[config.mk]
export PLATFORM = sky130hd
export DESIGN_NAME = reg_file
export DESIGN_NICKNAME = d
export VERILOG_FILES = /design/src/verilog/reg_file.sv
export VERILOG_INCLUDE_DIRS = /design/src /design/src/verilog
export SDC_FILE = /design/constraint.sdc
export NUM_CORES = 1
export LEC_CHECK = 0
export BUFFER_PORTS_ARGS = -buffer_cell sky130_fd_sc_hd__buf_2
export CORE_MARGIN = 2
export CORE_UTILIZATION = 60
export DETAILED_ROUTE_END_ITERATION = 8
export PLACE_DENSITY = 0.88
export SYNTH_ARGS = -nofsm -noshare
export SYNTH_HDL_FRONTEND = slang
export SYNTH_SLANG_ARGS = --single-unit
[constraint.sdc]
create_clock -name clk -period 2.65 [get_ports clk]
set_clock_uncertainty 0.05 [all_clocks]
set_input_delay 0.53 -clock clk [delete_from_list [all_inputs] [get_ports clk]]
set_output_delay 0.53 -clock clk [all_outputs]
set_load 0.05 [all_outputs]
[src/verilog/proc_defines.svh]
/*
 * Word width, register count and memory depths of the 16-bit core.
 * Included by the RTL and the testbench; the package holds the types.
 */

`ifndef PROC_DEFINES_SVH
`define PROC_DEFINES_SVH

// data and instruction word
`define PROC_WORD_W 16

// general purpose registers
`define PROC_NUM_REGS 8

// register select width, log2 of the register count
`define PROC_REG_SEL_W 3

// instruction memory depth in words
`define PROC_IMEM_WORDS 256

// data memory depth in words
`define PROC_DMEM_WORDS 256

// opcode field position in the instruction word
`define PROC_OPCODE_HI 15
`define PROC_OPCODE_LO 11

`endif

[src/verilog/reg_file.sv]
/*
 * Eight-entry register file, two combinational reads and one write.
 * A write is held in a staging register for a cycle and reads forward it.
 */

`timescale 1ns/1ps
`default_nettype none

`include "proc_defines.svh"

module reg_file (
    input  wire                        clk,
    input  wire                        arst_n,
    input  wire [`PROC_REG_SEL_W-1:0]  rd_sel_a,
    input  wire [`PROC_REG_SEL_W-1:0]  rd_sel_b,
    input  wire [`PROC_REG_SEL_W-1:0]  wr_sel,
    input  wire [`PROC_WORD_W-1:0]     wr_data,
    input  wire                        wr_en,
    output logic [`PROC_WORD_W-1:0]    rd_data_a,
    output logic [`PROC_WORD_W-1:0]    rd_data_b
);

    logic [`PROC_WORD_W-1:0]    regs [`PROC_NUM_REGS];
    logic                       stage_valid;
    logic [`PROC_REG_SEL_W-1:0] stage_sel;
    logic [`PROC_WORD_W-1:0]    stage_data;

    always_ff @(posedge clk or negedge arst_n) begin
        if (!arst_n) begin
            for (int i = 0; i < `PROC_NUM_REGS; i++) begin
                regs[i] <= '0;
            end
            stage_valid <= 1'b0;
            stage_sel   <= '0;
            stage_data  <= '0;
        end else begin
            // capture this cycle's write, retire last cycle's into the array
            stage_valid <= wr_en;
            stage_sel   <= wr_sel;
            stage_data  <= wr_data;
            if (stage_valid) begin
                regs[stage_sel] <= stage_data;
            end
        end
    end

    // bypass the staged write, newest value wins
    assign rd_data_a = (stage_valid && stage_sel == rd_sel_a) ? stage_data : regs[rd_sel_a];
    assign rd_data_b = (stage_valid && stage_sel == rd_sel_b) ? stage_data : regs[rd_sel_b];

endmodule

`default_nettype wire

* Word level (Yosys, flattened, before mapping) *
Index checks and enable logic that the tools add are counted.

storage, ports and cells
  flip-flop bits (word level) = 148
  input port bits = 28
  output and inout bits = 32
  word-level logic and storage cells = 34

cells by class
  $lt $le $gt $ge = 4
  equal/unequal tests = 2
  multiplexer cells = 11
  bitwise logic cells = 3
  reductions and logical operators = 3

operator list
  cell                                                                  number
  128-bit bitwise mux                                                   1
  16-bit 2-to-1 mux                                                     7
  16-bit binary-select mux with 3-bit select                            2
  16-bit demux with 3-bit select                                        1
  4-bit greater-or-equal comparator, second input constant              3
  3-bit NOT with 4-bit output                                           3
  3-bit == test                                                         2
  4-bit by 1-bit < comparator with 1-bit output, second input constant  1
  1-bit logical AND                                                     3

* Longest topological paths before layout *
  depth after elaboration = 6
  gate-level depth with buffers = 6
  mapped depth without buffers = 3

* Worst setup path before layout *
OpenSTA, ideal clock, no wires.

  kind = input to output
  start point = input port rd_sel_a[1]
  end point = output port rd_data_a[0]
  data arrival time = 1.989 ns
  setup slack = 0.081 ns
  stages on the path = 5
  path buffers = 2
  cells stage by stage = clkbuf_1 clkbuf_1 mux4_1 mux2_2 mux2_2

between the ends
  cells in the longest elaborated chain, start to end = 5

RTL lines
  element                                               RTL line        source
  from (decl)                                           reg_file.sv:14  input wire [`PROC_REG_SEL_W-1:0] rd_sel_a,
  3-bit NOT with 4-bit output (implied by the code)     reg_file.sv:48  assign rd_data_a = (stage_valid && stage_sel == rd_sel_a) ? stage_data : regs[rd_sel_a];
  16-bit binary-select mux with 3-bit select            reg_file.sv:48
  16-bit 2-to-1 mux (implied by the code) (2 in a row)  reg_file.sv:48
  16-bit 2-to-1 mux *                                   reg_file.sv:48
  to (decl)                                             reg_file.sv:19  output logic [`PROC_WORD_W-1:0] rd_data_a,

Every way passes the cells marked *; elsewhere a longest branch is shown, timed or not. The select of a mux whose other input is x is not followed.

* Worst setup path after layout *
  start point = input port rd_sel_b[0]
  end point = output port rd_data_b[1]

between the ends
  cells in the longest elaborated chain, start to end = 5

RTL lines
  element                                               RTL line        source
  from (decl)                                           reg_file.sv:15  input wire [`PROC_REG_SEL_W-1:0] rd_sel_b,
  3-bit NOT with 4-bit output (implied by the code)     reg_file.sv:49  assign rd_data_b = (stage_valid && stage_sel == rd_sel_b) ? stage_data : regs[rd_sel_b];
  16-bit binary-select mux with 3-bit select            reg_file.sv:49
  16-bit 2-to-1 mux (implied by the code) (2 in a row)  reg_file.sv:49
  16-bit 2-to-1 mux *                                   reg_file.sv:49
  to (decl)                                             reg_file.sv:20  output logic [`PROC_WORD_W-1:0] rd_data_b

Marked as above.

==> metrics.csv <==
metric;value;unit
dominant cell type by area after synthesis;dfrtp_1;
Syn. warnings;0;
DP Area;8651;µm²
largest net degree at the start of global routing;65;
Max transition margin;56.77;%
RSZ-0062 raised after global routing;yes;
die height;119.7;µm
Bufs on Longest Clock Path;2;
worst slew pin tran;0.6484;ns
setup ws final;-0.005297;ns
vias in the first global route;5327;
Reg clk slew, reported paths;0.06;ns
post-synthesis register bit count;148;
post-route insts no fill;734;
Final period util;100.2;%
crit path max fanout;6;
final setup fails;2;
EDFF count, synth;0;
status;finished with violations;
CTS tree;yes;
post-route DRC violation count;0;
post-synth cell types;16;
Sequential Power Share;38.0;%
highest-delay cell along the critical path;mux4_1;
worst stage delay on the critical path;0.56;ns
P_int;0.005705;W
pwr dens;857.3;nW/µm²
IO Port Bufs;59;
CP endpoint kind;output port;
fmax;0.3766;GHz
Vias/cell;6.553;
Final nets;573;
Worst Hold Class;input port to async pin;
Yosys top cell area share;46.10;%
CTS Buf Count;17;
minimum clock period;2.655;ns
fin. max-slew vios;0;
WS Path Type;input port to output port;
failing checks;setup timing;
Avg Inst Size Synth;17.02;µm²
Critical Path Most Common Cell;mux2_2;
clk sinks;148;
drt pass-1 iters;4;
row count;42;
Clock power frac;31.0;%
DP Wirelength;11680;µm
core footprint;13140;µm²
count leader, synth;mux2_2;
area grow syn2layout;19.19;%
io pins;60;
share of layout cells above drive strength 1;68.10;%
Die Wd;119.7;µm
Psw;0.002504;W
first-pass GRT wire length;30500;µm
total grt overflow;0;
die area;14330;µm²
Comb pwr share;31.0;%
leakage power;4.121;nW
ANT nets after route;0;
final hold vios;0;
CP required;2.07;ns
CP Cell Sequence;buf_12, buf_8, mux4_1, mux2_2, mux2_2, buf_6;
top cells by area, synth;dfrtp_1 (46%), mux2_2 (25%), mux4_1 (21%);
Worst EP arrival;2.08;ns
Starting Density;61.15;%
CTS Root Cell;clkbuf_16;
WL final;20210;µm
switching share of power;30.50;%
Setup crit start kind;input port;
DR vias;4810;
Antenna Cells;0;
DR iter-0 viols;326;
commonest cells in the netlist;mux2_2 (181), dfrtp_1 (148), mux4_1 (64);
Final Instance Area;9575;µm²
Placed Cells;692;
Avg WL per Cell;27.53;µm
Max VDD drop;757.2;µV
dominant synthesized flop cell;dfrtp_1;
ys async rst share;100.0;%
Skew-Pair Late Insertion Delay;0.43;ns
Cells after Synth;472;
Final Wtd Congestion;0.8017;
total global routing track utilization;29.46;%
Synth Cell Area;8034;µm²
Mapped Nets;500;
max cap viols;0;
H-tree depth;4;
initial antenna violation count;0;
post-synthesis sequential area ratio;46.10;%
-- cell families (layout without fill, tap and decap cells) --
| kind of cell | Yosys count | in the layout | share of synthesized area, % |
|---|---|---|---|
| xor+xnor | 6 | 6 | 0.6541 |
| buf+inv | 50 | 136 | 3.644 |
| flops | 148 | 148 | 46.10 |
| mux | 256 | 256 | 48.36 |
| simple gates | 12 | 12 | 1.246 |
-- area by class of cell --
| class | instances | area [µm²] |
|---|---|---|
| Sequential cell | 148 | 3705 |
| Clock inverter | 14 | 183.9 |
| Tap cell | 176 | 220.2 |
| Fill cell | 811 | 3562 |
| Clock buffer | 18 | 439.2 |
| Multi-Input combinational cell | 274 | 3895 |
| Timing Repair Buffer | 104 | 1132 |
-- per-stage QoR --
step	hold slack, ns	utilization [%]	setup slack, ns	TNS, ns	total power, W
global route	0.08035	72.89	-0.03412	-0.2155	0.008481
detailed placement	0.4585	65.85	-0.1834	-4.506	0.005242
floorplan	0.1844	-	0.08054	0	0.004695
global placement	0.4440	65.85	-0.1626	-3.885	0.005101
CTS	0.06868	72.90	-0.005248	-0.005248	0.008130
finish	0.04277	72.89	-0.005297	-0.01034	0.008209
-- critical path, delay by kind of cell --
kind	cells	cell delay (ns)
muxes	3	1.11
buffers and inverters	3	0.42
-- layout by cell type (no fill, tap or decap) --
cell type	count
buf_8	10
inv_6	1
nor3_2	2
buf_4	28
buf_16	4
dfrtp_2	1
nand4b_1	3
clkbuf_8	1
mux2_4	20
bufinv_16	4
mux4_1	17
clkbuf_16	17
xnor2_1	6
mux2_2	172
buf_6	25
dfrtp_1	147
nor3b_2	2
mux4_2	47
nand2b_1	1
clkinvlp_4	4
nand4_1	3
buf_2	24
nand2_1	1
buf_12	13
clkinv_2	5
-- path summary, 6_finish.rpt --
| path | slack, ns | cells past startpoint | endpoint | startpoint |
|---|---|---|---|---|
| hold / removal | 0.04 | 1 | regs[28]$_DFFE_PN0P_ | arst_n |
| setup / recovery | -0.005 | 6 | rd_data_b[1] | rd_sel_b[0] |
| setup reg to reg | 0.59 | 4 | regs[61]$_DFFE_PN0P_ | stage_sel[0]$_DFF_PN0_ |
| max in group asynchronous | 1.84 | 2 | stage_sel[0]$_DFF_PN0_ | arst_n |
| min in group clk | 0.16 | 1 | stage_data[2]$_DFF_PN0_ | wr_data[2] |
| hold reg to reg | 0.47 | 1 | regs[59]$_DFFE_PN0P_ | regs[59]$_DFFE_PN0P_ |
-- repair_timing --
action,CTS,global route
buffers inserted,5,1
gates resized for setup,110,38
endpoints found under the setup margin,32,28
cloned,4,0
hold endpoints to repair,0,0
hold buffers,0,0
-- metal layers --
layer / global-route usage, % / share of wire (%) / wire length [µm] / vias up
met2: 50.32 / 53 / 10650 / 217
met1: 34.55 / 37 / 7538 / 2553
met3: 7.367 / 5.7 / 1158 / 62
li1: - / - / - / 1978
met5: 0 / 0 / 0 / -
met4: 15.29 / 4.3 / 866 / 0
-- power by group through the flow --
stage | Clock [W] | Combinational (W) | Sequential, W
finish | 0.00254 | 0.00255 | 0.00312
global route | 0.00266 | 0.00266 | 0.00316
CTS | 0.00257 | 0.00248 | 0.00308
detailed placement | 0 | 0.00216 | 0.00308
global placement | 0 | 0.00209 | 0.00301
floorplan | 0 | 0.00178 | 0.00292
-- flip-flops by register name (all words and copies together), names as in the netlist --
name	count
stage_valid	1
regs	128
stage_sel	3
stage_data	16
Power figures use the tool's default switching activity.
