[src/verilog/proc_defines.svh]
/*
 * Word width, register count and memory depths of the 16-bit core.
 * Included by the RTL and the testbench; the package holds the types.
 */

`ifndef PROC_DEFINES_SVH
`define PROC_DEFINES_SVH

// data and instruction word
`define PROC_WORD_W 16

// general purpose registers
`define PROC_NUM_REGS 8

// register select width, log2 of the register count
`define PROC_REG_SEL_W 3

// instruction memory depth in words
`define PROC_IMEM_WORDS 256

// data memory depth in words
`define PROC_DMEM_WORDS 256

// opcode field position in the instruction word
`define PROC_OPCODE_HI 15
`define PROC_OPCODE_LO 11

`endif

[src/verilog/proc_pkg.sv]
/*
 * Types shared by the decoder, the datapath and the testbench model.
 * Opcodes, alu operations, branch conditions and the decoded control word.
 */

`default_nettype none

package proc_pkg;

    // instruction opcodes, bits 15 to 11
    typedef enum logic [4:0] {
        OP_HALT = 5'b00000,
        OP_J    = 5'b00100,
        OP_ADDI = 5'b01000,
        OP_BEQZ = 5'b01100,
        OP_BNEZ = 5'b01101,
        OP_BLTZ = 5'b01110,
        OP_BGEZ = 5'b01111,
        OP_ST   = 5'b10000,
        OP_LD   = 5'b10001,
        OP_SLLI = 5'b10100,
        OP_SRLI = 5'b10111,
        OP_LI   = 5'b11000,
        OP_ADD  = 5'b11001,
        OP_SUB  = 5'b11010,
        OP_AND  = 5'b11011,
        OP_XOR  = 5'b11100
    } opcode_e;

    typedef enum logic [2:0] {
        ALU_ADD    = 3'd0,
        ALU_SUB    = 3'd1,
        ALU_AND    = 3'd2,
        ALU_XOR    = 3'd3,
        ALU_SLL    = 3'd4,
        ALU_SRL    = 3'd5,
        ALU_PASS_B = 3'd6
    } alu_op_e;

    // compare-with-zero on the first source register
    typedef enum logic [2:0] {
        BR_NONE = 3'd0,
        BR_EQZ  = 3'd1,
        BR_NEZ  = 3'd2,
        BR_LTZ  = 3'd3,
        BR_GEZ  = 3'd4
    } branch_cond_e;

    // which instruction field feeds the immediate
    typedef enum logic [1:0] {
        IMM_5  = 2'd0,
        IMM_8  = 2'd1,
        IMM_11 = 2'd2
    } imm_kind_e;

    typedef struct packed {
        alu_op_e      alu_op;
        logic         alu_src_imm;
        imm_kind_e    imm_kind;
        logic         reg_write;
        logic         wb_from_mem;
        logic         mem_write;
        branch_cond_e branch_cond;
        logic         jump;
        logic         halt;
        logic         illegal;
    } ctrl_t;

endpackage

`default_nettype wire

[src/verilog/alu.sv]
/*
 * Arithmetic, logic and shift unit of the single-cycle core.
 * The zero and negative flags look at operand a for the branches.
 */

`timescale 1ns/1ps
`default_nettype none

`include "proc_defines.svh"

module alu (
    input  wire [`PROC_WORD_W-1:0] a,
    input  wire [`PROC_WORD_W-1:0] b,
    input  proc_pkg::alu_op_e      op,
    output logic [`PROC_WORD_W-1:0] result,
    output logic                    zero,
    output logic                    negative
);

    localparam int SHAMT_W = $clog2(`PROC_WORD_W);

    logic [SHAMT_W-1:0] shamt;

    // shift amount from the low bits of b
    assign shamt = b[SHAMT_W-1:0];

    always_comb begin
        case (op)
            proc_pkg::ALU_ADD:    result = a + b;
            proc_pkg::ALU_SUB:    result = a - b;
            proc_pkg::ALU_AND:    result = a & b;
            proc_pkg::ALU_XOR:    result = a ^ b;
            proc_pkg::ALU_SLL:    result = a << shamt;
            proc_pkg::ALU_SRL:    result = a >> shamt;
            proc_pkg::ALU_PASS_B: result = b;
            default:              result = '0;
        endcase
    end

    //////////////////////////////////////////////////////////////////////
    // branch flags, taken from the first source register
    //////////////////////////////////////////////////////////////////////

    assign zero     = (a == '0);
    assign negative = a[`PROC_WORD_W-1];

endmodule

`default_nettype wire

[config.mk]
export PLATFORM = sky130hd
export DESIGN_NAME = alu
export DESIGN_NICKNAME = d
export VERILOG_FILES = /design/src/verilog/proc_pkg.sv /design/src/verilog/alu.sv
export VERILOG_INCLUDE_DIRS = /design/src /design/src/verilog
export SDC_FILE = /design/constraint.sdc
export NUM_CORES = 1
export LEC_CHECK = 0
export ABC_AREA = 1
export BUFFER_PORTS_ARGS = -buffer_cell sky130_fd_sc_hd__buf_4
export CAP_MARGIN = 0
export CORE_UTILIZATION = 25
export DETAILED_ROUTE_END_ITERATION = 10
export PLACE_DENSITY = 0.39
export SLEW_MARGIN = 20
export SYNTH_ARGS = -nofsm -noshare
export SYNTH_HDL_FRONTEND = slang
export SYNTH_SLANG_ARGS = --single-unit
export TNS_END_PERCENT = 5
[constraint.sdc]
create_clock -name vclk -period 3.85
set_clock_uncertainty 0.1 [all_clocks]
set_input_delay 0.385 -clock vclk [all_inputs]
set_output_delay 0.385 -clock vclk [all_outputs]
set_load 0.01 [all_outputs]
Yosys cells after proc, flatten, opt, wreduce, memory -nomap -nowiden
Cells that the tools add are included.
W data, S select, Z words.
{ "word_totals": {"reg_bits": 0, "latchBits": 0, "ram_bits": 0, "mem_bits_ro": 0, "in_bits": 35, "out_inout_bits": 18, "wordCells": 15, "memories": 0} }
{ "op_classes": {"add_sub_neg": 2, "multipliers": 0, "div": 0, "order_cmp": 0, "n_eq_ne": 6, "shift": 2, "muxes": 1, "bitwise": 2, "n_reduce_logical": 2} }
{ "ops": {"columns": ["cell", "count"], "rows": [
  ["$pmux W16 S7", 1],
  ["$add A16 B16 Y16", 1],
  ["$and A16 B16 Y16", 1],
  ["$logic_not A16 Y1", 1],
  ["$shl A16 B4 Y16", 1],
  ["$shr A16 B4 Y16", 1],
  ["$sub A16 B16 Y16", 1],
  ["$xor A16 B16 Y16", 1],
  ["$eq A3 B3 Y1 const B", 3],
  ["$eq A3 B2 Y1 const B", 2],
  ["$eq A3 B1 Y1 const B", 1],
  ["$logic_not A3 Y1", 1]
]} }

Depth between registers and ports, before layout
{ "logic_depth": {"depth_word": 2, "depth_mapped": 22, "depth_no_buf": 20} }

Worst setup path before layout
Ideal clock, no wire load.
{ "synth_path": {"path_type": "in2out", "startpoint": "input b[1]", "endpoint": "output result[8]", "arrival_time_ps": 2766, "required_ps": 3365, "path_slack_ps": 599, "stages": 17, "path_cell_list": "inv_1 > buf_1 > ha_1 > inv_1 > nor3_1 > inv_1 > o21ai_0 > xor2_1 > inv_1 > ha_1 > nand2_1 > inv_1 > a21oi_1 > nand2_1 > or2_2 > nand3_1 > nand3_1"} }
{ "synth_between": {"elab_chain_cells": 2, "word_cells_on_any_way": 5, "cone_classes": "2 x add/sub; 2 x shift; 1 x mux"} }
{ "synth_lines": {"columns": ["element", "line", "rtl"], "rows": [
  ["start, declared", "alu.sv:13", "input wire [`PROC_WORD_W-1:0] b,"],
  ["$sub A16 B16 Y16 (tied with other cells)", "alu.sv:30", "proc_pkg::ALU_SUB: result = a - b;"],
  ["$pmux W16 S7 (*)", "alu.sv:28", "case (op)"],
  ["end, declared", "alu.sv:15", "output logic [`PROC_WORD_W-1:0] result,"]
]} }
Every way passes the cells marked *; elsewhere a longest branch is shown, timed or not.

Worst setup path in the final report
{ "layout_path": {"startpoint": "input b[0]", "endpoint": "output result[14]"} }
Same word-level chain as after synthesis.

==> metrics.md <==
| Metric | Value |
|---|---|
| Synth Net Count | 713 |
| Synth Warn # | 0 |
| Post-synthesis xor/xnor area fraction | 3.87% |
| Routed vias | 4232 |
| Mux cell area share after synthesis | 0.316% |
| Endpoints failing setup | 0 |
| Multi-input gate area | 0.00281 mm2 |
| DR vias/cell | 4.96 |
| Grt ovf | 0 |
| Final setup TNS | 0 ps |
| Top cell type by total area after synthesis | nand2_1 |
| RSZ-0062 raised after global routing | false |
| FMAX | 283 MHz |
| Layout area overhead | 18.4% |
| Post-Syn Area per Cell | 4.92 um2 |
| Port buffer count | 53 |
| Setup Fix Bufs, Post-CTS | 0 |
| DR iter-0 viols | 362 |
| Final HPWL DP | 11400 um |
| Maximum Capacitance Violations | 0 |
| Mapped Cells | 644 |
| Adder-cell share of the synthesized area | 13.7% |
| Drt drc | 0 |
| Count leader, synth | nand2_1 |
| Compound-Gate Fraction of Synth Area | 14.5% |
| Initial antenna violation count | 0 |
| Cell count of the worst hold path | 2 |
| Post-Layout Cell Count | 853 |
| Slew Limit Fails | 0 |
| Fin crit share | 91.7% |
| Min Tclk post-route | 3530 ps |
| Post-DP Area | 0.00375 mm2 |
| Max VDD drop | roughly 0.000042 V |
| Global-route wire length before repair | 21500 um |
| Clock buf count | 0 |
| Leak | 2.06 nW |
| I/O pin total | 53 |
| Hold path start | a[15] |
| Overall routing resource usage | 21.2% |
| Maximum number of pins on one net before global-route repair | 33 |
| RePlAce Congestion | around 0.9 |
| Critical path startpoint category | input port |
| Final instance area | 0.00375 mm2 |
| Critical path fanouts, max | 6 |
| Routed Antenna Nets | 0 |
| Worst slew pin tran | 752 ps |
| Sequential cell area | 0 um2 |
| Core Region | 0.0122 mm2 |
| Die Wd | 115 um |
| Die ar. | 0.0131 mm2 |
| Layout cells sized above 1 | 11.1% |
| Syn Std Cell Area | 0.00317 mm2 |
| Fill count | 1465 |
| Layout sequential cell count | 0 |
| Post-synthesis sequential area ratio | 0% |
| Starting Density | 26.1% |
| Endpoint, Worst Hold | negative |
| Hold violation count in the final report | 0 |
| Ant. Diodes | 0 |
| Placed cells | roughly 850 |
| CP Data Required Time | approximately 3400 ps |
| Hold crit path type | input port to primary output |
| Vias in the first global route | 3853 |
| Yosys cell types | 36 |
| Nets | 756 |
| Endpoint class of the critical path | primary output |
| Synth top cells by count | nand2_1, nand3_1, inv_1 |
| Max-slew headroom | 49.8% |
| Crit Path Category | input port to primary output |
| Status | finished, final reports clean |
| Std-Cell Rows | 40 |
| Post-CTS sizing | 0 |
| Arrival @ worst endpoint | 3050 ps |
| DIE HEIGHT | 115 um |
| CTS Hold Bufs | 0 |
| Routed WL per cell | between 15 and 20 um |
| Synth top area cells | nand2_1, nand3_1, ha_1 |
| Largest family of logic cells by synthesized area | simple AND/OR/NAND/NOR gates |
| Synth Area in Simple Gates | 56.2% |
| Pwr dens | 147 mW/mm2 |
| Post-synth top area share | 29.3% |
| Drt first pass iters | 7 |
| DRT Wirelength | 13800 um |
report_power, final:
group,switching (mW),internal (mW)
registers,0,0
logic,0.349,0.204
clock network,0,0
total,0.349,0.204
worst max-delay path: stages:
cell and delay, ps:
buf_4 130, nor2_1 250, nand2_1 120, nor2_1 370
nand3_1 120, nand2_1 110, o21ai_1 100, xor2_1 150
ha_1 380, a21oi_1 180, o21ai_0 110, nor2_1 170
nand2_1 70, nand2_1 60, nand3_1 110, nand2_1 120
buf_4 120
area by class of cell:
type | instances | share of cell area (%)
well taps | 168 | 5.60
multi-input cells | 552 | 74.9
repair buffers | 62 | 12.4
inverters | 71 | 7.10
logic make-up after synthesis:
logic type / after synthesis
buf+inv: 92
mux: 1
xor+xnor: 14
compound gates: 84
simple gates: 419
fa+ha+maj: 34
layout by cell type, fill, tap and decap left out, types with 2 or more instances in the layout:
master	count
nor2_4	2
xor2_1	12
nor3_2	2
nor3_1	5
inv_2	5
buf_4	62
o21ai_0	23
or2_2	3
inv_1	66
xnor2_1	2
and2_1	3
a21oi_1	37
ha_1	33
nand4_1	7
nand2_1	247
nand3b_1	6
nand3_1	84
o21a_1	3
a22oi_1	2
nor4_1	4
o211ai_1	6
nor2_1	54
o21ai_1	7
a21boi_0	2
how the worst max path moves through the flow:
stage | startpoint | to | depth (start not counted) | slack [ps]
after floorplan | b[1] | result[8] | 17 | 600
after global placement | b[0] | result[14] | 17 | 300
after detailed placement | b[1] | result[8] | 18 | 320
after CTS | b[1] | result[8] | 18 | 300
after global routing | op[2] | result[11] | 17 | 30
final | b[0] | result[14] | 17 | 320
metal layers:
| layer | GRT usage, % | routed length, um | vias up | part of all wire [%] |
|---|---|---|---|---|
| met1 | 32.4 | 7150 | 1901 | 52 |
| met3 | 0.371 | 629 | 8 | 4.5 |
| li1 | - | - | 2190 | - |
| met2 | 33.9 | 5880 | 133 | 42 |
| met5 | 0 | 0 | - | 0 |
| met4 | 2.42 | 174 | 0 | 1.3 |
per-stage QoR:
step / utilization, % / worst slack (ps) / hold slack, ps / power [mW]
floorplan: - / 599 / 762 / 0.346
global placement: 30.8 / 297 / 945 / 0.548
detailed placement: 30.8 / 319 / 946 / 0.549
CTS: 30.8 / 304 / 947 / 0.552
global route: 30.9 / 33.8 / 960 / 0.622
finish: 30.9 / 318 / 939 / 0.552
Note: power is estimated with default switching activity, not from simulation.
