File: src/verilog/proc_defines.svh
/*
 * Word width, register count and memory depths of the 16-bit core.
 * Included by the RTL and the testbench; the package holds the types.
 */

`ifndef PROC_DEFINES_SVH
`define PROC_DEFINES_SVH

// data and instruction word
`define PROC_WORD_W 16

// general purpose registers
`define PROC_NUM_REGS 8

// register select width, log2 of the register count
`define PROC_REG_SEL_W 3

// instruction memory depth in words
`define PROC_IMEM_WORDS 256

// data memory depth in words
`define PROC_DMEM_WORDS 256

// opcode field position in the instruction word
`define PROC_OPCODE_HI 15
`define PROC_OPCODE_LO 11

`endif

File: src/verilog/proc_pkg.sv
/*
 * Types shared by the decoder, the datapath and the testbench model.
 * Opcodes, alu operations, branch conditions and the decoded control word.
 */

`default_nettype none

package proc_pkg;

    // instruction opcodes, bits 15 to 11
    typedef enum logic [4:0] {
        OP_HALT = 5'b00000,
        OP_J    = 5'b00100,
        OP_ADDI = 5'b01000,
        OP_BEQZ = 5'b01100,
        OP_BNEZ = 5'b01101,
        OP_BLTZ = 5'b01110,
        OP_BGEZ = 5'b01111,
        OP_ST   = 5'b10000,
        OP_LD   = 5'b10001,
        OP_SLLI = 5'b10100,
        OP_SRLI = 5'b10111,
        OP_LI   = 5'b11000,
        OP_ADD  = 5'b11001,
        OP_SUB  = 5'b11010,
        OP_AND  = 5'b11011,
        OP_XOR  = 5'b11100
    } opcode_e;

    typedef enum logic [2:0] {
        ALU_ADD    = 3'd0,
        ALU_SUB    = 3'd1,
        ALU_AND    = 3'd2,
        ALU_XOR    = 3'd3,
        ALU_SLL    = 3'd4,
        ALU_SRL    = 3'd5,
        ALU_PASS_B = 3'd6
    } alu_op_e;

    // compare-with-zero on the first source register
    typedef enum logic [2:0] {
        BR_NONE = 3'd0,
        BR_EQZ  = 3'd1,
        BR_NEZ  = 3'd2,
        BR_LTZ  = 3'd3,
        BR_GEZ  = 3'd4
    } branch_cond_e;

    // which instruction field feeds the immediate
    typedef enum logic [1:0] {
        IMM_5  = 2'd0,
        IMM_8  = 2'd1,
        IMM_11 = 2'd2
    } imm_kind_e;

    typedef struct packed {
        alu_op_e      alu_op;
        logic         alu_src_imm;
        imm_kind_e    imm_kind;
        logic         reg_write;
        logic         wb_from_mem;
        logic         mem_write;
        branch_cond_e branch_cond;
        logic         jump;
        logic         halt;
        logic         illegal;
    } ctrl_t;

endpackage

`default_nettype wire

File: src/verilog/fetch.sv
/*
 * Program counter and next-pc selection with the branch decision.
 * Also holds the sticky halted and err state that stops the core.
 */

`timescale 1ns/1ps
`default_nettype none

`include "proc_defines.svh"

module fetch (
    input  wire                     clk,
    input  wire                     arst_n,
    input  wire                     run,
    input  wire proc_pkg::ctrl_t    ctrl,
    input  wire                     a_zero,
    input  wire                     a_negative,
    input  wire [`PROC_WORD_W-1:0]  offset,
    output logic [`PROC_WORD_W-1:0] pc,
    output logic                    active,
    output logic                    halted,
    output logic                    err
);

    logic [`PROC_WORD_W-1:0] pc_plus2;
    logic [`PROC_WORD_W-1:0] target;
    logic [`PROC_WORD_W-1:0] next_pc;
    logic                    taken;
    logic                    stop;

    assign pc_plus2 = pc + `PROC_WORD_W'(2);
    // offset counts words, pc counts bytes
    assign target   = pc_plus2 + {offset[`PROC_WORD_W-2:0], 1'b0};
    assign stop     = ctrl.halt | ctrl.illegal;

    always_comb begin
        case (ctrl.branch_cond)
            proc_pkg::BR_EQZ: taken = a_zero;
            proc_pkg::BR_NEZ: taken = !a_zero;
            proc_pkg::BR_LTZ: taken = a_negative;
            proc_pkg::BR_GEZ: taken = !a_negative;
            default:          taken = 1'b0;
        endcase
        if (ctrl.jump) begin
            taken = 1'b1;
        end
    end

    // pc parks on the stopping instruction
    assign next_pc = stop ? pc : (taken ? target : pc_plus2);
    assign active  = run && !halted;

    always_ff @(posedge clk or negedge arst_n) begin
        if (!arst_n) begin
            pc     <= '0;
            halted <= 1'b0;
            err    <= 1'b0;
        end else if (active) begin
            pc <= next_pc;
            if (stop) begin
                halted <= 1'b1;
            end
            if (ctrl.illegal) begin
                err <= 1'b1;
            end
        end
    end

endmodule

`default_nettype wire

File: config.mk
export PLATFORM = sky130hd
export DESIGN_NAME = fetch
export DESIGN_NICKNAME = d
export VERILOG_FILES = /design/src/verilog/proc_pkg.sv /design/src/verilog/fetch.sv
export VERILOG_INCLUDE_DIRS = /design/src /design/src/verilog
export SDC_FILE = /design/constraint.sdc
export NUM_CORES = 1
export LEC_CHECK = 0
export BUFFER_PORTS_ARGS = -buffer_cell sky130_fd_sc_hd__buf_4
export CAP_MARGIN = 10
export CORE_MARGIN = 10
export CORE_UTILIZATION = 39
export DETAILED_ROUTE_END_ITERATION = 8
export GPL_TIMING_DRIVEN = 0
export PLACE_DENSITY = 0.73
export SLEW_MARGIN = 25
export SYNTH_ARGS = -nofsm -noshare
export SYNTH_HDL_FRONTEND = slang
export SYNTH_SLANG_ARGS = --single-unit
File: constraint.sdc
create_clock -name clk -period 3.3 [get_ports clk]
set_clock_uncertainty 0.1 [all_clocks]
set_input_delay 0.66 -clock clk [delete_from_list [all_inputs] [get_ports clk]]
set_output_delay 0.66 -clock clk [all_outputs]
set_load 0.005 [all_outputs]
## Yosys cells after proc, flatten, opt, wreduce, memory -nomap -nowiden

Index checks and enable logic that the tools add are counted.

| storage, ports and cells | value |
|---|---|
| input port bits | 36 |
| word-level logic and storage cells | 21 |
| output and inout bits | 19 |
| register bits | 18 |

| operators by class | value |
|---|---|
| reductions and logical operators | 7 |
| equal/unequal tests | 4 |
| $add $sub $neg | 2 |
| muxes and demuxes | 3 |
| bitwise gates (word level) | 2 |

Operator list:

| cell | count |
|---|---|
| $add A16 B16 Y16 | 1 |
| $add A16 B2 Y16 const B | 1 |
| $mux W16 | 1 |
| $eq A3 B2 Y1 const B | 2 |
| $reduce_and A2 Y1 | 3 |
| $pmux W1 S4 | 1 |
| $eq A3 B1 Y1 const B | 1 |
| $eq A3 B3 Y1 const B | 1 |
| $logic_not A1 Y1 | 3 |
| $logic_and A1 B1 Y1 | 1 |
| $mux W1 | 1 |
| $not A1 Y1 | 1 |
| $or A1 B1 Y1 | 1 |

## Logic depth before layout (Yosys ltp)

| depth | value |
|---|---|
| depth in word-level cells | 4 |
| gate-level depth with buffers | 14 |
| gate-level depth less buffers | 12 |

## Worst setup path after synthesis

OpenSTA, ideal clock, no wires.

| timing path | value |
|---|---|
| path type | register -> register |
| from | register pc[3] |
| to | register pc[15] |
| buffers on the path | 2 |
| setup slack | -0.127 ns |
| stages on the path, launching flop included | 15 |
| arrival | 3.191 ns |
| cells stage by stage | dfrtp_1 > and4_1 > buf_2 > and3_1 > and4_1 > xor2_1 > ha_1 > buf_6 > a21o_1 > a221o_1 > a221oi_2 > o21ai_1 > xor2_1 > nor4b_4 > o311ai_2 |

| between the ends | value |
|---|---|
| cells in the longest elaborated chain, start to end | 3 |

Ends and longest elaborated chain:

| item | RTL line | source |
|---|---|---|
| start: declaration | fetch.sv:19 | `` output logic [`PROC_WORD_W-1:0] pc, `` |
| start signal: assignment | fetch.sv:59 | `pc <= next_pc;` |
| $add A16 B2 Y16 (*) | fetch.sv:31 | `` assign pc_plus2 = pc + `PROC_WORD_W'(2); `` |
| $add A16 B16 Y16 | fetch.sv:33 | `` assign target = pc_plus2 + {offset[`PROC_WORD_W-2:0], 1'b0}; `` |
| $mux W16 (*) | fetch.sv:50 | `assign next_pc = stop ? pc : (taken ? target : pc_plus2);` |

Every way passes the cells marked *; elsewhere a longest branch is shown, timed or not.
A chain may end at the register's enable or synchronous reset.

## Final worst setup path

| timing path | value |
|---|---|
| from | register pc[5] |
| to | register pc[15] |

The elaborated chain is that of the path after synthesis.

==> flow_metrics.tcl <==
set metrics [dict create \
    synth_top_cell_by_area "dfrtp_1" \
    syn_nets 297 \
    cp-end-kind "register" \
    tns_ps 0 \
    grt_pass1_wl_um 9290 \
    yosysWarnings 0 \
    drt-met1-wl_um 2500 \
    dieArea_um2 8250 \
    cp_data_arrival_time_ps 3330 \
    hold_viol 0 \
    ys_seq_area_share_pct 21.7 \
    synth_edf_count 0 \
    wl_met3_um 284 \
    post_drt_wl_per_cell_um 15.9 \
    grt_start_max_net_pins 18 \
    synthFlopType "dfrtp_1" \
    cts_tree "built" \
    mostFrequentLayoutCell "buf_4" \
    hp-class "primary input to asynchronous set/reset pin" \
    peakVddDrop_mv 0.160 \
    fin_crit_ps 3270 \
    required_ps 3360 \
    synth_top_area_share_pct 21.7 \
    viasPerCell 5.58 \
    status "finished clean" \
    drc 0 \
    timing.rr.end "pc[15]" \
    syn2layout_area_growth_pct 32.9 \
    antenna_found_initial 0 \
    synth-async-reset-ratio_pct 100 \
    startpoint_type "register" \
    coreArea_um2 4790 \
    layout_common_cells "buf_4 (59), nand2_1 (20), a21oi_1 (20)" \
    numCtsBuffers 3 \
    dp_hpwl_um 4390 \
    die_h_um 90.8 \
    max_slew.worst_pin.slew_ps 500 \
    num_vias 2044 \
    path_max_fanout 4 \
    totalWireLength_um 5810 \
    syn-cell-area_um2 1960 \
    cts_max_level 1 \
    port_buffers 43 \
    grt_overflow 0 \
    cap_violations 0 \
    top_layer "met4" \
    critPathKind "register to register" \
    num_io_pins 55 \
    cts_sinks 17 \
    layout.nets 356 \
    rsz0062_at_grt "true" \
    final.period_utilization_pct 99.1 \
    drive_gt1_share_pct 31.1 \
    cts_buffer_depth 2 \
    reg2reg_slack_ps 30 \
    syn_inst 241 \
    wl_met2_um 2920 \
    die_w_um 90.8 \
    first_iter_violations 226 \
    rr_worst_depth 13 \
    clkLatencyLatePin_ps 260 \
    drtAntennaViolNets 0 \
    slew_headroom_pct 66.6 \
    fin_util_pct 54.3 \
    firstDrtPassIters 4 \
    maxSlewViolCount 0 \
    synth-seq-cells 17 \
    num_rows 25 \
    initial_core_util_pct 40.9 \
    max_freq_mhz 306 \
    nFillCells 447 \
    diodes 0 \
    syn_avg_cell_area_um2 8.12 \
    r2r_start "pc[5]" \
    gp_congestion 0.892 \
    powerDensity_nw_per_um2 326 \
    clkTransAtPathRegs_ps 70 \
    leakagePower_uw 0.00123 \
    grt_pass1_vias 2020 \
    cts_root_buf "clkbuf_8" \
    synth_cell_types 53 \
    synthTopCellsByArea "dfrtp_1 (22%), ha_1 (12%), xnor2_1 (7.6%)" \
    track_usage_pct 13.3 \
    finalSetupViolCount 0 \
]
state kept, by name, indices dropped and copies added, names as in the netlist:
| register | flops |
|---|---|
| err | 1 |
| pc | 15 |
| halted | 1 |
metrics by stage:
| step | cells | hold slack (ps) | setup slack, ps | total power [µW] | cell area [µm²] |
|---|---|---|---|---|---|
| floorplan | 241 | 264 | 15.9 | 515 | 1970 |
| global placement | 351 | 341 | -329 | 631 | 2380 |
| detailed placement | 351 | 346 | -433 | 639 | 2380 |
| CTS | 366 | 162 | -174 | 823 | 2520 |
| global route | 366 | 168 | -119 | 900 | 2600 |
| finish | 366 | 148 | 30.1 | 847 | 2600 |
worst max path at each step:
| stage | start | endpoint | slack [ps] |
|---|---|---|---|
| floorplan | pc[3] | pc[15] | 20 |
| detailed placement | pc[3] | pc[15] | -430 |
| global route | pc[6] | pc[15] | -120 |
| CTS | pc[4] | pc[15] | -170 |
| finish | pc[5] | pc[15] | 30 |
| global placement | pc[3] | pc[15] | -330 |
final cells by class:
type | count | area (µm²) | share of cell area, %
multi-input cells | 206 | 1530 | 58.8
repair buffers | 57 | 428 | 16.5
inverters | 7 | 26.3 | 1.01
well taps | 67 | 83.8 | 3.22
plain buffers | 8 | 56.3 | 2.17
flip-flops and latches | 17 | 433 | 16.7
clock buffers | 4 | 45.0 | 1.73
where the power goes:
| part | switching [µW] | internal (µW) |
|---|---|---|
| registers | 30.8 | 230 |
| clock network | 78.4 | 86.0 |
| logic | 209 | 213 |
| total | 319 | 529 |
cells by family after synthesis:
family,after synthesis,synth area share (%)
flip-flops,17,21.7
AO/OA/AOI/OAI,73,24.2
other,1,0.192
buffers and inverters,18,5.24
XOR/XNOR,24,10.7
AND/OR/NAND/NOR,88,24.7
adder cells (fa/ha/maj),20,13.2
repair_timing:
| action | 4_1_cts | 5_1_grt |
|---|---|---|
| gates resized for setup | 4 | 15 |
| pin swaps | 6 | 11 |
| setup endpoints to repair | 1 | 1 |
| setup buffers | 11 | 3 |
| hold buffers | 0 | 0 |
| gates cloned | 0 | 0 |
synthesized netlist by cell type, drive strengths merged (4+ instances only):
cell type / instances
xor2: 7
a21oi: 20
nand4: 4
and3: 6
xnor2: 17
nand3: 14
and4: 4
nor2: 16
a21o: 7
nor3: 8
buf: 7
clkbuf: 4
a31oi: 10
ha: 19
dfrtp: 17
o21a: 4
nand2: 22
o21ai: 18
inv: 7
metal layers:
metal	vias to the layer above	track usage, %
li1	1009	-
met1	953	16.2
met4	0	4.96
met5	-	0
met2	73	23.2
met3	9	1.50
worst max-delay path, stage by stage (launching register included):
cell and delay [ps]:
dfrtp_1 360, and4_1 220, and3_4 230, and4_4 260
xor2_4 190, ha_4 240, a21o_1 200, a221o_1 350
a221oi_2 280, o21ai_2 140, xor2_2 210, buf_4 150
a21o_2 180, o311ai_2 70
No activity file was read; power rests on OpenSTA's default activity.
