[config.mk]
export PLATFORM = sky130hd
export DESIGN_NAME = control
export DESIGN_NICKNAME = d
export VERILOG_FILES = /design/src/verilog/proc_pkg.sv /design/src/verilog/control.sv
export VERILOG_INCLUDE_DIRS = /design/src /design/src/verilog
export SDC_FILE = /design/constraint.sdc
export NUM_CORES = 1
export LEC_CHECK = 0
export BUFFER_PORTS_ARGS = -buffer_cell sky130_fd_sc_hd__buf_2
export CORE_AREA = 3 3 40 42
export DETAILED_ROUTE_END_ITERATION = 6
export DIE_AREA = 0 0 43 45
export GPL_ROUTABILITY_DRIVEN = 0
export PLACE_DENSITY = 0.7
export SLEW_MARGIN = 0
export SYNTH_ARGS = -nofsm -noshare
export SYNTH_HDL_FRONTEND = slang
export SYNTH_SLANG_ARGS = --single-unit
[constraint.sdc]
create_clock -name vclk -period 0.8
set_input_delay 0.04 -clock vclk [all_inputs]
set_output_delay 0.04 -clock vclk [all_outputs]
set_load 0.005 [all_outputs]
[src/verilog/proc_defines.svh]
/*
 * Word width, register count and memory depths of the 16-bit core.
 * Included by the RTL and the testbench; the package holds the types.
 */

`ifndef PROC_DEFINES_SVH
`define PROC_DEFINES_SVH

// data and instruction word
`define PROC_WORD_W 16

// general purpose registers
`define PROC_NUM_REGS 8

// register select width, log2 of the register count
`define PROC_REG_SEL_W 3

// instruction memory depth in words
`define PROC_IMEM_WORDS 256

// data memory depth in words
`define PROC_DMEM_WORDS 256

// opcode field position in the instruction word
`define PROC_OPCODE_HI 15
`define PROC_OPCODE_LO 11

`endif

[src/verilog/proc_pkg.sv]
/*
 * Types shared by the decoder, the datapath and the testbench model.
 * Opcodes, alu operations, branch conditions and the decoded control word.
 */

`default_nettype none

package proc_pkg;

    // instruction opcodes, bits 15 to 11
    typedef enum logic [4:0] {
        OP_HALT = 5'b00000,
        OP_J    = 5'b00100,
        OP_ADDI = 5'b01000,
        OP_BEQZ = 5'b01100,
        OP_BNEZ = 5'b01101,
        OP_BLTZ = 5'b01110,
        OP_BGEZ = 5'b01111,
        OP_ST   = 5'b10000,
        OP_LD   = 5'b10001,
        OP_SLLI = 5'b10100,
        OP_SRLI = 5'b10111,
        OP_LI   = 5'b11000,
        OP_ADD  = 5'b11001,
        OP_SUB  = 5'b11010,
        OP_AND  = 5'b11011,
        OP_XOR  = 5'b11100
    } opcode_e;

    typedef enum logic [2:0] {
        ALU_ADD    = 3'd0,
        ALU_SUB    = 3'd1,
        ALU_AND    = 3'd2,
        ALU_XOR    = 3'd3,
        ALU_SLL    = 3'd4,
        ALU_SRL    = 3'd5,
        ALU_PASS_B = 3'd6
    } alu_op_e;

    // compare-with-zero on the first source register
    typedef enum logic [2:0] {
        BR_NONE = 3'd0,
        BR_EQZ  = 3'd1,
        BR_NEZ  = 3'd2,
        BR_LTZ  = 3'd3,
        BR_GEZ  = 3'd4
    } branch_cond_e;

    // which instruction field feeds the immediate
    typedef enum logic [1:0] {
        IMM_5  = 2'd0,
        IMM_8  = 2'd1,
        IMM_11 = 2'd2
    } imm_kind_e;

    typedef struct packed {
        alu_op_e      alu_op;
        logic         alu_src_imm;
        imm_kind_e    imm_kind;
        logic         reg_write;
        logic         wb_from_mem;
        logic         mem_write;
        branch_cond_e branch_cond;
        logic         jump;
        logic         halt;
        logic         illegal;
    } ctrl_t;

endpackage

`default_nettype wire

[src/verilog/control.sv]
/*
 * Instruction decoder. Purely combinational from the instruction word to
 * the control struct; undefined opcodes raise illegal with all enables low.
 */

`timescale 1ns/1ps
`default_nettype none

`include "proc_defines.svh"

module control (
    input  wire [`PROC_WORD_W-1:0] instr,
    output proc_pkg::ctrl_t        ctrl
);

    proc_pkg::opcode_e opcode;

    assign opcode = proc_pkg::opcode_e'(instr[`PROC_OPCODE_HI:`PROC_OPCODE_LO]);

    always_comb begin
        // everything off unless the opcode turns it on
        ctrl = '0;
        case (opcode)
            proc_pkg::OP_HALT: begin
                ctrl.halt = 1'b1;
            end
            proc_pkg::OP_ADD, proc_pkg::OP_SUB,
            proc_pkg::OP_AND, proc_pkg::OP_XOR: begin
                ctrl.reg_write = 1'b1;
                case (opcode)
                    proc_pkg::OP_SUB: ctrl.alu_op = proc_pkg::ALU_SUB;
                    proc_pkg::OP_AND: ctrl.alu_op = proc_pkg::ALU_AND;
                    proc_pkg::OP_XOR: ctrl.alu_op = proc_pkg::ALU_XOR;
                    default:          ctrl.alu_op = proc_pkg::ALU_ADD;
                endcase
            end
            proc_pkg::OP_ADDI: begin
                ctrl.alu_op      = proc_pkg::ALU_ADD;
                ctrl.alu_src_imm = 1'b1;
                ctrl.imm_kind    = proc_pkg::IMM_5;
                ctrl.reg_write   = 1'b1;
            end
            proc_pkg::OP_LI: begin
                ctrl.alu_op      = proc_pkg::ALU_PASS_B;
                ctrl.alu_src_imm = 1'b1;
                ctrl.imm_kind    = proc_pkg::IMM_8;
                ctrl.reg_write   = 1'b1;
            end
            proc_pkg::OP_SLLI, proc_pkg::OP_SRLI: begin
                // shift amount rides in the low four bits of imm5
                ctrl.alu_op      = (opcode == proc_pkg::OP_SLLI) ?
                                   proc_pkg::ALU_SLL : proc_pkg::ALU_SRL;
                ctrl.alu_src_imm = 1'b1;
                ctrl.imm_kind    = proc_pkg::IMM_5;
                ctrl.reg_write   = 1'b1;
            end
            proc_pkg::OP_LD: begin
                ctrl.alu_op      = proc_pkg::ALU_ADD;
                ctrl.alu_src_imm = 1'b1;
                ctrl.imm_kind    = proc_pkg::IMM_5;
                ctrl.reg_write   = 1'b1;
                ctrl.wb_from_mem = 1'b1;
            end
            proc_pkg::OP_ST: begin
                ctrl.alu_op      = proc_pkg::ALU_ADD;
                ctrl.alu_src_imm = 1'b1;
                ctrl.imm_kind    = proc_pkg::IMM_5;
                ctrl.mem_write   = 1'b1;
            end
            proc_pkg::OP_BEQZ: begin
                ctrl.imm_kind    = proc_pkg::IMM_8;
                ctrl.branch_cond = proc_pkg::BR_EQZ;
            end
            proc_pkg::OP_BNEZ: begin
                ctrl.imm_kind    = proc_pkg::IMM_8;
                ctrl.branch_cond = proc_pkg::BR_NEZ;
            end
            proc_pkg::OP_BLTZ: begin
                ctrl.imm_kind    = proc_pkg::IMM_8;
                ctrl.branch_cond = proc_pkg::BR_LTZ;
            end
            proc_pkg::OP_BGEZ: begin
                ctrl.imm_kind    = proc_pkg::IMM_8;
                ctrl.branch_cond = proc_pkg::BR_GEZ;
            end
            proc_pkg::OP_J: begin
                ctrl.imm_kind = proc_pkg::IMM_11;
                ctrl.jump     = 1'b1;
            end
            default: begin
                ctrl.illegal = 1'b1;
            end
        endcase
    end

endmodule

`default_nettype wire

* After elaboration in Yosys (flattened, before gate mapping)
Index checks and enable logic that the tools add are counted.
W data, S select, Z words.
** Cells by class
- Add/sub/neg operators :: 0
- $mul :: 0
- Div/mod/pow operators :: 0
- $lt $le $gt $ge :: 0
- Equal/unequal tests :: 15
- Shift-type cells :: 0
- Muxes and demuxes :: 12
- Bitwise logic cells :: 0
- Reduce and logical (&&, ||, !) cells :: 7
** Operators by type and width (count)
- $eq A5 B5 Y1 const B :: 9
- $eq A5 B4 Y1 const B :: 5
- $reduce_or A16 Y1 :: 1
- $pmux W3 S4 :: 1
- $pmux W3 S3 :: 1
- $reduce_or A9 Y1 :: 1
- $mux W1 :: 8
- $pmux W2 S3 :: 1
- $reduce_or A6 Y1 :: 1
- $eq A5 B3 Y1 const B :: 1
- $logic_not A5 Y1 :: 1
- $reduce_or A5 Y1 :: 1
- $pmux W2 S2 :: 1
- $reduce_or A4 Y1 :: 1
- $reduce_or A2 Y1 :: 1
** Storage, ports and cells
- Register bits :: 0
- Latch bits :: 0
- Memory bits (writable) :: 0
- ROM bits :: 0
- Input port bits :: 16
- Output and inout bits :: 15
- Word-level logic and storage cells :: 34
- Memories :: 0

* Longest topological paths before layout
- Depth in word-level cells :: 3
- Mapped depth :: 4
- Mapped depth without buffers :: 3

* Worst setup path before layout
No wires, ideal clock.
- Path kind :: in2out
- Start point :: in instr[12]
- End point :: out ctrl[0] (netlist bit)
- Data arrival time :: 658 ps
- Data required time :: 760 ps
- Path slack :: 102 ps
- Stages :: 4
- Path buffers :: 1
- Cell sequence :: buf_4 -> nand2_1 -> o21ai_1 -> a221oi_1
** RTL lines
- start: declaration :: RTL line control.sv:12 : input wire [`PROC_WORD_W-1:0] instr,
- end: declaration :: RTL line control.sv:13 : output proc_pkg::ctrl_t ctrl

==> impl_metrics.yaml <==
outcome:
  status: "finished, violations left"
  violations: "setup timing"
global_route:
  grt_max_degree: 10
  grt_pass1_vias: 472
  grt-ovfl-total: 0
  antenna_found_initial: 0
  grt_first_pass_wirelength_um: 2010
  grt_use_total: 0.130
finish:
  seqCellArea_um2: 0
  design_area_um2: 734
  fin_nets: 101
  layout-drive-gt1-share: 0.711
  syn2layout_area_growth_pct: 126
  nFlopsAndLatches: 0
  n_antenna_cell: 0
  nClkBuffers: 0
logic_synthesis:
  synth-xor-area-share: 0.0269
  synth_compound_area_frac: 0.235
  synthTopCellsByArea: "nor4b_2 (14%), buf_6 (10%), nand2b_1 (9.6%)"
  synth_top_family_by_area: "simple AND/OR/NAND/NOR gates"
  synth_fa_ha_area_frac: 0
  synth_area_leader_cell: "nor4b_2"
  synth_top_area_frac: 0.138
  avgSynthCellArea_um2: 6.64
  netlist_area_um2: 325
  yosys_warnings: 0
  synthCells: 49
  synth_mux_area_frac: 0
  synthesis.nets: 65
  seq_area_frac_synth: 0
  synth.distinct_cells: 27
  synth-simple-area-share: 0.569
hold_path:
  hp-class: "primary input to output pin"
  hold_depth: 3
  min_from: "instr[13]"
  min_to: "ctrl[0]"
die:
  initial_core_util: 0.253
  io_pins: 31
  chipWidth_um: 43
  rows: 13
  core_um2: 1280
  fp.dieH_um: 45
  dieArea_um2: 1940
pwr:
  p_leak_nw: 0.346
  combPwrFrac: 1.000
  power_frac_clock: 0
  switchingPower_mw: 0.151
  power_frac_seq: 0
  swShare: 0.414
  p_total_mw: 0.363
  power_density_nw_per_um2: 495
  p_int_mw: 0.213
  ir_worst_vdd_mv: 0.312
detailed_routing:
  drt_iter0_markers: 1
  firstDrtPassIters: 2
  viasPerCell: 4.95
  drc_errors: 0
  wl_per_cell_um: 12.8
  route.vias.total: 485
  antenna_left: 0
  routed_wl_um: 1260
sta:
  rsz0062_at_grt: "yes"
  fin_crit_ns: 0.841
  fmax_ghz: 1.19
  period_share: 1.05
  tns_ns: -0.122
  layout_setup_ws_ns: -0.0409
  worst_hold_slack_ns: 0.393
  worst_slew_pin_slew_ns: 0.247
  setup_viol_count_final: 5
  slew_viol_final: 0
  slew_headroom: 0.835
  finalHoldViolations: 0
job:
  cap_viol_max_count: 0
placement:
  place_area_um2: 520
  dp_slack_ns: -0.156
  hpwl_um: 835
  portBuffers: 20
setup_path:
  cp.required_ns: 0.76
  critPathArrivalTime_ns: 0.80
  path_class: "primary input to output pin"
  start_kind: "primary input"
  cp_max_fo: 7
  critPathCaptureType: "output pin"
clocking:
  cts_hold_buf: 0
==> through the flow <==
step            util  std cells
6_report       0.572         98
5_1_grt        0.572         98
4_1_cts        0.496         96
3_5_place_dp   0.405         95
3_3_place_gp   0.405         95
2_1_floorplan      -         49
==> routing by layer <==
layer	track usage	up-vias	wire, um
li1	-	243	-
met1	0.160	221	499
met2	0.246	19	657
met3	0.0159	2	89
met4	0.0241	0	9
met5	0	-	0
==> cells by family (layout without fill, tap and decap cells) <==
family / Yosys count / in the layout
AND/OR/NAND/NOR: 30 / 30
AO/OA/AOI/OAI: 11 / 11
buffers and inverters: 7 / 41
XOR/XNOR: 1 / 1
==> layout make-up <==
cell class	instances	area, um^2
multi-input cells	42	355
well taps	15	18.8
repair buffers	40	357
inverters	1	3.75
fillers	110	551
==> placed cells by master, fill, tap and decap left out, types with 2 or more instances in the layout <==
cell      netlist  layout
buf_2           2      15
buf_6           3       5
a31oi_1         2       2
nand2b_1        5       4
nor2_1          8       5
nand2_1         5       4
buf_12          0       4
buf_4           1      14
nor2_4          0       2
nor4b_2         3       2
==> worst max-delay path: stages <==
cell and delay (ns):
buf_12 0.11, or2_4 0.28, o211ai_1 0.10, a31o_1 0.16, buf_2 0.10
==> Yosys cell counts (all sizes together) <==
library cell  number
nor4b              3
nand2b             5
a21boi             1
nand4              1
a221oi             1
o211ai             1
and3               1
a211oi             1
nor4bb             1
or2                1
nor4               1
a31oi              2
xnor2              1
a211o              1
a21oi              1
a31o               1
nand2              5
nand3b             1
nor3               1
nor2b              2
buf                6
inv                1
o21ai              2
nor2               8
==> how the worst max path moves through the flow <==
stage | from | endpoint | slack [ns] | depth (start not counted)
after floorplan | instr[12] | ctrl[0] | 0.10 | 4
after global placement | instr[14] | ctrl[0] | -0.13 | 5
after detailed placement | instr[14] | ctrl[0] | -0.16 | 5
after CTS | instr[11] | ctrl[12] | -0.04 | 5
after global routing | instr[12] | ctrl[14] | -0.08 | 5
final | instr[12] | ctrl[8] | -0.04 | 5
==> power by group through the flow <==
| stage | sequential [mW] | clock [mW] | combinational [mW] |
|---|---|---|---|
| 2_1_floorplan | 0 | 0 | 0.133 |
| 3_3_place_gp | 0 | 0 | 0.238 |
| 3_5_place_dp | 0 | 0 | 0.243 |
| 4_1_cts | 0 | 0 | 0.311 |
| 5_1_grt | 0 | 0 | 0.390 |
| 6_report | 0 | 0 | 0.363 |
==> repair_timing <==
| item | CTS | global route |
|---|---|---|
| cloned | 0 | 1 |
| gates resized for setup | 27 | 17 |
| endpoints found under the hold margin | 0 | 0 |
| setup buffers | 1 | 1 |
| setup endpoints to repair | 12 | 14 |
| pin swaps | 11 | 9 |
Note: power is estimated with default switching activity, not from simulation.
